`src/common/drp_bus_pkg.sv`:
```
package drp_bus_pkg;

    // width of the DRP data path
    localparam int DATA_W = 16;

    // one DRP word, used for write data, read data and register contents
    typedef logic [DATA_W-1:0] drp_word_t;

endpackage

```
`src/common/drp_regmap_pkg.sv`:
```
package drp_regmap_pkg;

    // registers in the bank, at REG_BASE .. REG_BASE+NUM_REGS-1
    localparam int NUM_REGS = 4;

    // width of a register index
    localparam int IDX_W = (NUM_REGS > 1) ? $clog2(NUM_REGS) : 1;

    typedef logic [IDX_W-1:0] reg_idx_t;

    // one bit per register, for the set and get strobes
    typedef logic [NUM_REGS-1:0] reg_sel_t;

    // loaded into every register on reset
    localparam drp_bus_pkg::drp_word_t REG_RESET = '0;

endpackage

```
`src/common/drp_stage_if.sv`:
```
`timescale 1ns/1ps

interface drp_stage_if;

    // one-hot strobes, all zero for an unmapped address
    drp_regmap_pkg::reg_sel_t  set;
    drp_regmap_pkg::reg_sel_t  get;

    // write word, held from the request until the next one
    drp_bus_pkg::drp_word_t    wdata;

    // acknowledge timing, one cycle each
    logic                      wr_done;
    logic                      rd_done;

    modport dec_mp (
        output set,
        output get,
        output wdata,
        output wr_done,
        output rd_done
    );

    modport exec_mp (
        input  set,
        input  wdata
    );

    modport res_mp (
        input  get,
        input  wr_done,
        input  rd_done
    );

endinterface

```
`src/drp_regs/drp_addr_decode.sv`:
```
`timescale 1ns/1ps

module drp_addr_decode #(
    parameter int DRP_ABITS = 8,
    parameter int REG_BASE  = 8
) (
    input  logic                    drp_clk,
    input  logic                    drp_rst,
    input  logic                    drp_en,
    input  logic                    drp_we,
    input  logic [DRP_ABITS-1:0]    drp_addr,
    input  drp_bus_pkg::drp_word_t  drp_di,
    drp_stage_if.dec_mp             stage
);

    logic                       en_q;
    logic                       we_q;
    logic [DRP_ABITS-1:0]       addr_q;
    drp_bus_pkg::drp_word_t     di_q;
    logic                       wr_q;
    logic [1:0]                 rd_q;
    logic [DRP_ABITS-1:0]       offset;
    drp_regmap_pkg::reg_idx_t   idx;
    logic                       hit;
    drp_regmap_pkg::reg_sel_t   sel;

    // request payload, only taken on drp_en
    always_ff @(posedge drp_clk) begin
        if (drp_en) begin
            addr_q <= drp_addr;
            di_q   <= drp_di;
        end
    end

    // request flags; the read flag runs one stage longer
    always_ff @(posedge drp_clk) begin
        if (drp_rst) begin
            en_q <= 1'b0;
            we_q <= 1'b0;
            wr_q <= 1'b0;
            rd_q <= 2'b00;
        end else begin
            // strobe sampled at the request edge
            en_q <= drp_en;
            we_q <= drp_we;
            wr_q <= en_q & we_q;
            rd_q <= {rd_q[0], en_q & ~we_q};
        end
    end

    // offset into the bank, wraps to a large value below REG_BASE
    always_comb begin
        offset = addr_q - DRP_ABITS'(REG_BASE);
        hit    = offset < DRP_ABITS'(drp_regmap_pkg::NUM_REGS);
        idx    = drp_regmap_pkg::reg_idx_t'(offset);
        sel    = hit ? (drp_regmap_pkg::reg_sel_t'(1) << idx) : '0;
    end

    always_ff @(posedge drp_clk) begin
        if (drp_rst) begin
            stage.set     <= '0;
            stage.get     <= '0;
            stage.wr_done <= 1'b0;
            stage.rd_done <= 1'b0;
        end else begin
            stage.set     <= wr_q ? sel : '0;
            stage.get     <= rd_q[0] ? sel : '0;
            // acknowledged even when nothing was selected
            stage.wr_done <= wr_q;
            stage.rd_done <= rd_q[1];
        end
    end

    assign stage.wdata = di_q;

endmodule

```
`src/drp_regs/drp_read_return.sv`:
```
`timescale 1ns/1ps

module drp_read_return (
    input  logic                    drp_clk,
    input  logic                    drp_rst,
    drp_stage_if.res_mp             stage,
    input  drp_bus_pkg::drp_word_t [drp_regmap_pkg::NUM_REGS-1:0] regs,
    output logic                    drp_rdy,
    output drp_bus_pkg::drp_word_t  drp_do
);

    drp_bus_pkg::drp_word_t     rd_mux;
    drp_bus_pkg::drp_word_t     rd_hold;

    // and-or select, zero when get is empty
    always_comb begin
        rd_mux = '0;
        for (int i = 0; i < drp_regmap_pkg::NUM_REGS; i++) begin
            rd_mux = rd_mux | ({drp_bus_pkg::DATA_W{stage.get[i]}} & regs[i]);
        end
    end

    // sampled one cycle after get, before any write in the same edge lands
    always_ff @(posedge drp_clk) begin
        rd_hold <= rd_mux;
    end

    always_ff @(posedge drp_clk) begin
        if (drp_rst) begin
            drp_rdy <= 1'b0;
            drp_do  <= '0;
        end else begin
            drp_rdy <= stage.wr_done | stage.rd_done;
            // drp_do stays zero outside a read acknowledge
            drp_do  <= stage.rd_done ? rd_hold : '0;
        end
    end

endmodule

```
`src/drp_regs/drp_reg_bank.sv`:
```
`timescale 1ns/1ps

module drp_reg_bank (
    input  logic                    drp_clk,
    input  logic                    drp_rst,
    drp_stage_if.exec_mp            stage,
    output drp_bus_pkg::drp_word_t [drp_regmap_pkg::NUM_REGS-1:0] regs
);

    drp_bus_pkg::drp_word_t [drp_regmap_pkg::NUM_REGS-1:0] bank_q;

    // set is one-hot, so at most one register loads per cycle
    always_ff @(posedge drp_clk) begin
        if (drp_rst) begin
            for (int i = 0; i < drp_regmap_pkg::NUM_REGS; i++) begin
                bank_q[i] <= drp_regmap_pkg::REG_RESET;
            end
        end else begin
            for (int i = 0; i < drp_regmap_pkg::NUM_REGS; i++) begin
                if (stage.set[i]) begin
                    bank_q[i] <= stage.wdata;
                end
            end
        end
    end

    // levels for the read path and for logic outside
    assign regs = bank_q;

endmodule

```
`src/source/drp_regs_top.sv`:
```
`timescale 1ns/1ps

module drp_regs_top #(
    parameter int DRP_ABITS = 8,
    parameter int REG_BASE  = 8
) (
    input  logic                    drp_clk,
    input  logic                    drp_rst,
    input  logic                    drp_en,
    input  logic                    drp_we,
    input  logic [DRP_ABITS-1:0]    drp_addr,
    input  drp_bus_pkg::drp_word_t  drp_di,
    output logic                    drp_rdy,
    output drp_bus_pkg::drp_word_t  drp_do,
    output drp_bus_pkg::drp_word_t [drp_regmap_pkg::NUM_REGS-1:0] drp_register
);

    drp_bus_pkg::drp_word_t [drp_regmap_pkg::NUM_REGS-1:0] regs;

    drp_stage_if stage_if ();

    // decode: registers the request, builds the strobes
    drp_addr_decode #(
        .DRP_ABITS (DRP_ABITS),
        .REG_BASE  (REG_BASE)
    ) u_decode (
        .drp_clk   (drp_clk),
        .drp_rst   (drp_rst),
        .drp_en    (drp_en),
        .drp_we    (drp_we),
        .drp_addr  (drp_addr),
        .drp_di    (drp_di),
        .stage     (stage_if.dec_mp)
    );

    // execute: the register bank
    drp_reg_bank u_bank (
        .drp_clk   (drp_clk),
        .drp_rst   (drp_rst),
        .stage     (stage_if.exec_mp),
        .regs      (regs)
    );

    // result: read data and drp_rdy
    drp_read_return u_result (
        .drp_clk   (drp_clk),
        .drp_rst   (drp_rst),
        .stage     (stage_if.res_mp),
        .regs      (regs),
        .drp_rdy   (drp_rdy),
        .drp_do    (drp_do)
    );

    assign drp_register = regs;

endmodule
```
`config.mk`:
```
export PLATFORM = sky130hd
export DESIGN_NAME = drp_regs_top
export DESIGN_NICKNAME = d
export VERILOG_FILES = /design/src/common/drp_bus_pkg.sv /design/src/common/drp_regmap_pkg.sv /design/src/common/drp_stage_if.sv /design/src/drp_regs/drp_addr_decode.sv /design/src/drp_regs/drp_read_return.sv /design/src/drp_regs/drp_reg_bank.sv /design/src/source/drp_regs_top.sv
export SDC_FILE = /design/constraint.sdc
export NUM_CORES = 1
export LEC_CHECK = 0
export BUFFER_PORTS_ARGS = -buffer_cell sky130_fd_sc_hd__buf_2
export CAP_MARGIN = 0
export CELL_PAD_IN_SITES_DETAIL_PLACEMENT = 1
export CELL_PAD_IN_SITES_GLOBAL_PLACEMENT = 1
export CORE_MARGIN = 3
export CORE_UTILIZATION = 38
export DETAILED_ROUTE_END_ITERATION = 8
export HOLD_SLACK_MARGIN = 0.05
export PLACE_DENSITY = 0.71
export SLEW_MARGIN = 20
export SYNTH_ARGS = -nofsm -noshare
export SYNTH_HDL_FRONTEND = slang
export SYNTH_HIERARCHICAL = 1
export SYNTH_SLANG_ARGS = --single-unit
export TNS_END_PERCENT = 1
```
`constraint.sdc`:
```
create_clock -name drp_clk -period 1.09 [get_ports drp_clk]
set_input_delay 0.327 -clock drp_clk [delete_from_list [all_inputs] [get_ports drp_clk]]
set_output_delay 0.327 -clock drp_clk [all_outputs]
set_load 0.005 [all_outputs]
```
## Word level (Yosys, flattened, before mapping)

Index checks and enable logic that the tools add are counted.

- Flip-flop bits (word level): 136
- Output and inout bits: 81
- Word-level logic and storage cells: 38

- Add/sub/neg operators: 1
- Magnitude comparators: 1
- Shift-type cells: 1
- Muxes and demuxes: 1
- Bitwise operators: 14
- Reductions and logical operators: 3

Operator list:

| operator | count |
|---|---|
| $and A16 B16 Y16 | 4 |
| $or A16 B16 Y16 | 3 |
| $lt A8 B3 Y1 const B | 1 |
| $sub A8 B4 Y8 const B | 1 |
| $reduce_or A2 Y1 | 3 |
| $mux W4 | 1 |
| $not A1 Y1 | 4 |
| $shl A1 B2 Y4 const A | 1 |
| $and A1 B1 Y1 | 2 |
| $or A1 B1 Y1 | 1 |

## Longest topological paths before layout

Gate-level depths: netlist of run 1.

- Depth in word-level cells: 4
- Depth in mapped cells: 4

## By module

Netlist of run 1, hierarchy kept.

Modules (own cells, without submodules):

| module | times used | cells each | area an instance (um^2) | sequential area each (um^2) |
|---|---|---|---|---|
| drp_reg_bank | 1 | 207 | 2322.2 | 1281.2 |
| drp_read_return | 1 | 109 | 1251.2 | 660.6 |
| drp_addr_decode | 1 | 64 | 1201.2 | 1021.0 |

## Worst setup path after synthesis of run 1

No wires, ideal clock.

- Kind: reg2reg
- Start: register u_decode.addr_q[3]
- End: register u_decode.stage.get[0]
- Library setup time: 0.141 ns
- Arrival time: 1.043 ns
- Data required time: 0.949 ns
- Slack: -0.093 ns
- Stages on the path, launching flop included: 5
- Buffers on the path: 0
- Clock period less this slack: 1.183 ns
- Path through: edfxtp_1 inv_1 ha_1 xor2_1 nor4_1

- Longest elaborated chain between the ends: 3

RTL lines:

| item | line | RTL |
|---|---|---|
| from (decl) | drp_addr_decode.sv:18 | `logic [DRP_ABITS-1:0] addr_q;` |
| from (signal assigned) | drp_addr_decode.sv:30 | `addr_q <= drp_addr;` |
| $sub A8 B4 Y8 | drp_addr_decode.sv:53 | `offset = addr_q - DRP_ABITS'(REG_BASE);` |
| $lt A8 B3 Y1 | drp_addr_decode.sv:54 | `hit = offset < DRP_ABITS'(drp_regmap_pkg::NUM_REGS);` |
| $mux W4 | drp_addr_decode.sv:56 | `sel = hit ? (drp_regmap_pkg::reg_sel_t'(1) << idx) : '0;` |
| to (signal assigned) | drp_addr_decode.sv:67 | `stage.get <= rd_q[0] ? sel : '0;` |
| to (decl) | drp_stage_if.sv:18 | `output get,` |

No other way between the ends.
A chain may end at the register's enable or synchronous reset.

## Worst setup path after layout of run 1

- Start: register u_decode.addr_q[3]
- End: register u_decode.stage.set[2]

- Longest elaborated chain between the ends: 3

RTL lines:

| item | line | RTL |
|---|---|---|
| $sub A8 B4 Y8 | drp_addr_decode.sv:53 |  |
| $lt A8 B3 Y1 | drp_addr_decode.sv:54 |  |
| $mux W4 | drp_addr_decode.sv:56 |  |
| to (signal assigned) | drp_addr_decode.sv:66 | `stage.set <= wr_q ? sel : '0;` |
| to (decl) | drp_stage_if.sv:17 | `output set,` |

No other way between the ends.

==> out/results.txt, run 1 <==
Mux share of post-synthesis cell area - 13.4%
PortBufs - 108
RR Endpoint - u_decode/stage.set[2]
IO Count - 109
PD cells - 1750 nW/um2
Post-Synth Adder-Cell Area - 0.262%
Failing checks - setup timing
Global-route wire length before repair - 19,800 um
Fin. Hold Viols - 0
DRC - 0
Dpl hpwl - 8290 um
Max_slew headroom - 75.0%
Ys Warns - 6
Main combinational cell family by area after synthesis - multiplexers
Sequential cell area fraction in the yosys report - 62.1%
Final setup fails - 89
Type of destination of the critical path - flip-flop
Remaining Overflow, GRT - 0
Final setup margin - -226 ps
Final clock skew - 10.0 ps
M2 GR Usage - 29.9%
Die Height - 118 um
Vias in the first global route - 3,568
Top cell type's share of synthesized area - 47.0%
Die area - 13,900 um2
Setup crit start kind - flip-flop
Die Span X - 118 um
Fin crit share - 121%
Final non-filler cell total - 683
Pins Over Slew Limit - 0
# rows - 40
Root Buffer - clkbuf_16
Status - complete, but fails checks
Met1 GRT Util - 23.6%
Hold Path Stages - 1
Syn_nets - 409
Setup TNS - -9170 ps
Crit path DAT - 1640 ps
Simple-Gate Fraction of Synth Area - 12.0%
Syn Area/Cell - 12.6 um2
WP data required - 1410 ps
Crit Path Class - reg2reg
Antenna cells - 0
Top delay family on crit path - flip-flops
Hold WS - 83.5 ps
Worst-path clk slew - 60 ps
Critical path's slowest cell - edfxtp_1
Fin crit period - 1320 ps
Peak supply drop - 0.00106 V
Crit path largest cell delay - 360 ps
R2R setup slack - -230 ps
Antenna viol nets, final - 0
CTS tree - built
Worst slew pin tran - 374 ps
R2r worst-path depth - 5
Initial antenna violation count - 0
Buf+Inv Stages, Crit Path - 2
Leak - 2.64 nW
Wirelength per Cell - 18.5 um
Area Overhead vs Synth - 37.8%
Mapped cell area - 4770 um2
Area contributors post-synth - dfxtp_1 47%, edfxtp_1 15%, mux2i_1 13%
Min-delay src - drp_di[0]
Worst Hold Class - in2reg
GR Util met3 - 4.47%
Nets - 531
Layout cell share with drive strength beyond 1 - 48.7%
GR peak layer - met2
DR vias/cell - 4.89
Final Util - 54.1%
Final Wtd Congestion - 0.793
Upper clock frequency limit - 0.760 GHz
Final WL - 12,600 um
CTS Sinks - 136
Placed cells - 647
Initial DRT Pass Iterations - 4
Leading area contributor after synthesis - dfxtp_1
Post-Synth XOR/XNOR Area - 0.183%
Cell count after synthesis - 380
Iteration-0 DRC Markers - 140
CTS max path bufs - 2
Cell variety after synth - 25
GRT Overall Usage - 18.6%
H-tree levels - 4
Max cap viols - 0
Core Area - 12,200 um2
TritonCTS buffer count - 17
Clk_lat worst skew - 420 ps
RSZ-0062 raised after global routing - true
Largest net degree at the start of global routing - 32
Critical Path Fanout Max - 3
Worst-path cell chain - inv_2 > ha_4 > nand4bb_1 > buf_4 > nor4_1
Compound-Gate Fraction of Synth Area - 6.29%
Hold EP - u_decode/stage.wdata[0]
R2R Path Start - u_decode/addr_q[3]
Initial Utilization - 39.3%
DR vias - 3,339
Flops & latches, synth - 136
-- routing by layer --
| metal | vias up | share of wire [%] |
|---|---|---|
| li1 | 1558 | - |
| met1 | 1680 | 47 |
| met2 | 82 | 48 |
| met3 | 19 | 3.9 |
| met4 | 0 | 1.8 |
| met5 | - | 0 |
-- layout by cell type, fill, tap and decap left out, types with 16 or more instances in the layout --
| cell | Yosys | layout |
|---|---|---|
| buf_2 | 7 | 75 |
| nor2_1 | 66 | 66 |
| and2_1 | 16 | 16 |
| dfxtp_1 | 112 | 44 |
| buf_6 | 11 | 33 |
| nand2_1 | 16 | 16 |
| clkbuf_16 | 0 | 19 |
| dfxtp_2 | 0 | 59 |
| a22oi_1 | 20 | 20 |
| mux2i_1 | 64 | 64 |
| edfxtp_1 | 24 | 24 |
-- synth_stat cells (all sizes together) --
| cell type | n |
|---|---|
| dfxtp | 112 |
| nor2 | 66 |
| mux2i | 64 |
| a22oi | 32 |
| buf | 24 |
| edfxtp | 24 |
| and2 | 16 |
| nand2 | 16 |
| nor4 | 8 |
| nor2b | 6 |
| inv | 2 |
| nand4bb | 2 |
| and3b | 1 |
| ha | 1 |
| nand2b | 1 |
| nand3b | 1 |
| nor3b | 1 |
| or2 | 1 |
| or3b | 1 |
| xor2 | 1 |
-- cell type report --
cell class | count | area, um2
Sequential cell | 136 | 3070
Clock buffer | 26 | 552
Inverter | 2 | 7.51
Clock inverter | 6 | 80.1
Multi-Input combinational cell | 218 | 1630
Fill cell | 1245 | 5580
Timing Repair Buffer | 127 | 1030
Tap cell | 168 | 210
-- state kept, by name (all words and copies together) (netlist names) --
signal / flops
u_result/drp_rdy: 1
u_decode/wr_q: 1
u_decode/rd_q: 2
u_result/drp_do: 16
u_decode/stage.rd_done: 1
u_decode/en_q: 1
u_decode/we_q: 1
u_result/rd_hold: 16
u_decode/addr_q: 8
u_decode/stage.wr_done: 1
u_bank/regs: 64
u_decode/stage.get: 4
u_decode/stage.set: 4
u_decode/stage.wdata: 16
-- repair_timing --
item / CTS / global route
endpoints found under the setup margin: 89 / 92
hold endpoints to repair: 0 / 0
setup buffers: 2 / 2
resized for setup: 93 / 31
hold buffers: 0 / 0
pin swaps: 2 / 3
-- where the power goes --
part | internal [mW] | total, mW | switching, mW
Sequential | 5.18 | 5.27 | 0.0894
Clock | 3.93 | 5.95 | 2.02
Combinational | 0.138 | 0.293 | 0.155
Total | 9.25 | 11.5 | 2.26
-- through the flow --
step | cell area [um2] | setup WS [ps] | power [mW]
after floorplan | 4780 | -12.0 | 5.45
after global placement | 5500 | -78.4 | 5.60
after detailed placement | 5500 | -147 | 5.62
after CTS | 6400 | -183 | 11.6
after global routing | 6580 | -284 | 11.9
final | 6580 | -226 | 11.5
-- worst max path at each step --
stage / start / to / depth (start not counted)
detailed placement: u_decode/addr_q[3] / u_decode/stage.set[1] / 4
global placement: u_decode/addr_q[3] / u_decode/stage.set[2] / 4
floorplan: u_decode/addr_q[3] / u_decode/stage.set[1] / 4
global route: u_decode/addr_q[3] / u_decode/stage.set[2] / 5
finish: u_decode/addr_q[3] / u_decode/stage.set[2] / 5
CTS: u_decode/addr_q[3] / u_decode/stage.set[2] / 5
-- logic make-up after synthesis --
logic type	Yosys count
mux	64
buf+inv	26
fa+ha+maj	1
flops	136
xor+xnor	1
simple gates	120
compound gates	32
(Power assumes the default switching activity.)
==> run 2: changes to the inputs <==
--- a/config.mk
+++ b/config.mk
@@ -5,6 +5,7 @@
 export SDC_FILE = /design/constraint.sdc
 export NUM_CORES = 1
 export LEC_CHECK = 0
+export ABC_CLOCK_PERIOD_IN_PS = 1090
 export BUFFER_PORTS_ARGS = -buffer_cell sky130_fd_sc_hd__buf_2
 export CAP_MARGIN = 0
 export CELL_PAD_IN_SITES_DETAIL_PLACEMENT = 1
@@ -14,6 +15,7 @@
 export DETAILED_ROUTE_END_ITERATION = 8
 export HOLD_SLACK_MARGIN = 0.05
 export PLACE_DENSITY = 0.71
+export SKIP_CTS_REPAIR_TIMING = 1
 export SLEW_MARGIN = 20
 export SYNTH_ARGS = -nofsm -noshare
 export SYNTH_HDL_FRONTEND = slang
==> out/results.txt, run 2 (synthesis gave the netlist of run 1 again) <==
H-tree levels - 4 (unchanged)
Die Span X - 118 um (unchanged)
Die Height - 118 um (unchanged)
Final WL - 12,700 um (+0.92%)
Fillers - 1,241 (-0.32%)
GRT Overall Usage - 18.1% (-0.47 points)
DR vias/cell - 4.82 (-1.3%)
CP Depth - 4 (-1)
Multi-input gate area - 1660 um2 (+1.7%)
Antenna cells - 0 (unchanged)
Hold Path Stages - 1 (unchanged)
Status - complete, but fails checks
Final clock skew - 10.2 ps (+0.181 ps)
DP Worst Slack - -147 ps (unchanged)
Fin crit share - 115% (-5.3 points)
Fin. Hold Viols - 0 (unchanged)
Max_slew headroom - 73.5% (-1.5 points)
Initial Utilization - 39.3% (unchanged)
PD cells - 1750 nW/um2 (about the same)
# rows - 40 (unchanged)
Crit path DAT - 1550 ps (-90 ps)
Die area - 13,900 um2 (unchanged)
Peak supply drop - 0.00106 V (about the same)
PortBufs - 108 (unchanged)
WP data required - 1380 ps (-30 ps)
Remaining Overflow, GRT - 0 (unchanged)
Worst slew pin tran - 397 ps (+23.0 ps)
Initial antenna violation count - 0 (unchanged)
Nets - 527 (-0.75%)
Final setup margin - -169 ps (+57.5 ps)
Failing checks - setup timing
Critical path's slowest cell - edfxtp_1
Final Util - 54.0% (-0.062 points)
Type of destination of the critical path - flip-flop
Worst-path clk slew - 60 ps (about the same)
Most common cell after layout, fill and taps aside - buf_2
Placed cells - 647 (unchanged)
DRC - 0 (unchanged)
Crit path largest cell delay - 410 ps (+50 ps)
Iteration-0 DRC Markers - 140 (unchanged)
Wirelength per Cell - 18.7 um (+1.5%)
R2r worst-path depth - 4 (-1)
R2R Path Start - u_decode/addr_q[3]
Dpl hpwl - 8290 um (unchanged)
Root Buffer - clkbuf_16
R2R setup slack - -170 ps (+60 ps)
Buf+Inv Stages, Crit Path - 1 (-1)
Clk_lat worst skew - 420 ps (about the same)
Pins Over Slew Limit - 0 (unchanged)
Initial DRT Pass Iterations - 4 (unchanged)
Hold WS - 81.7 ps (-1.76 ps)
DR vias - 3,275 (-1.9%)
CTS max path bufs - 2 (unchanged)
Global-route wire length before repair - 19,300 um (-2.2%)
FF/Latch Area - 3070 um2 (about the same)
CTS Sinks - 136 (unchanged)
Antenna viol nets, final - 0 (unchanged)
Fin crit period - 1260 ps (-57.5 ps)
IO Count - 109 (unchanged)
Upper clock frequency limit - 0.795 GHz (+4.6%)
RSZ-0062 raised after global routing - true
Setup crit end - u_decode/stage.get[2]
CTS tree - built
Leak - 2.62 nW (-0.56%)
Vias in the first global route - 3,503 (-1.8%)
Worst Hold Class - in2reg
Final Wtd Congestion - 0.793 (unchanged)
Worst Setup SP - u_decode/addr_q[3]
RR Endpoint - u_decode/stage.get[2]
Top delay family on crit path - flip-flops
Setup crit start kind - flip-flop
Largest net degree at the start of global routing - 32 (unchanged)
Final non-filler cell total - 679 (-0.59%)
Max cap viols - 0 (unchanged)
Max reg flops - 64 (unchanged)
Critical Path Fanout Max - 8 (+5)
Area Overhead vs Synth - 37.7%
Core Area - 12,200 um2 (unchanged)
Most frequent cells in the layout - 74 x buf_2, 66 x nor2_1, 64 x mux2i_1
Final setup fails - 89 (unchanged)
Layout cell share with drive strength beyond 1 - 48.3% (-0.40 points)
TritonCTS buffer count - 17 (unchanged)
Worst-path cell chain - inv_2 > ha_4 > xor2_4 > nor4_2
Crit Path Class - reg2reg
==> run 2: cell count changes in the layout (fill, tap and decap cells not counted), sizes merged <==
| cell | previous run | this run |
|---|---|---|
| buf | 127 | 123 |
==> run 2: report_power, final <==
| group | internal [mW] | switching [mW] | total, mW | leakage, nW |
|---|---|---|---|---|
| logic | 0.123 | 0.156 | 0.279 | 1.13 |
| registers | 5.18 | 0.0897 | 5.27 | 1.18 |
| clock network | 3.93 | 2.03 | 5.96 | 0.316 |
| total | 9.24 | 2.28 | 11.5 | 2.62 |
==> run 2: layout make-up <==
cell class	count	share of cell area [%]
Inverter	2	0.114
Sequential cell	136	46.7
Clock buffer	26	8.40
Tap cell	168	3.20
Multi-Input combinational cell	218	25.3
Timing Repair Buffer	123	15.1
Clock inverter	6	1.22
==> run 2: worst min-delay path by stage <==
stage                         from                       to
2_1_floorplan        u_decode/we_q         u_decode/rd_q[0]
4_1_cts                  drp_di[0]  u_decode/stage.wdata[0]
6_report                 drp_di[0]  u_decode/stage.wdata[0]
3_3_place_gp         u_decode/we_q         u_decode/rd_q[0]
3_5_place_dp   u_result/rd_hold[0]       u_result/drp_do[0]
5_1_grt                  drp_di[0]  u_decode/stage.wdata[0]
==> run 2: routing by layer <==
| metal | track usage (%) | routed length [um] |
|---|---|---|
| met5 | 0 | 0 |
| met3 | 4.52 | 469 |
| met1 | 23.2 | 5800 |
| met2 | 28.6 | 6260 |
| met4 | 8.57 | 208 |
==> run 2: per-stage QoR <==
stage	instance area (um2)	setup TNS, ps	total power [mW]
final	6570	-9100	11.5
after global routing	6570	-12140	11.9
after CTS	6130	-13890	11.6
after detailed placement	5500	-983	5.62
after global placement	5500	-512	5.60
after floorplan	4780	-96.0	5.45
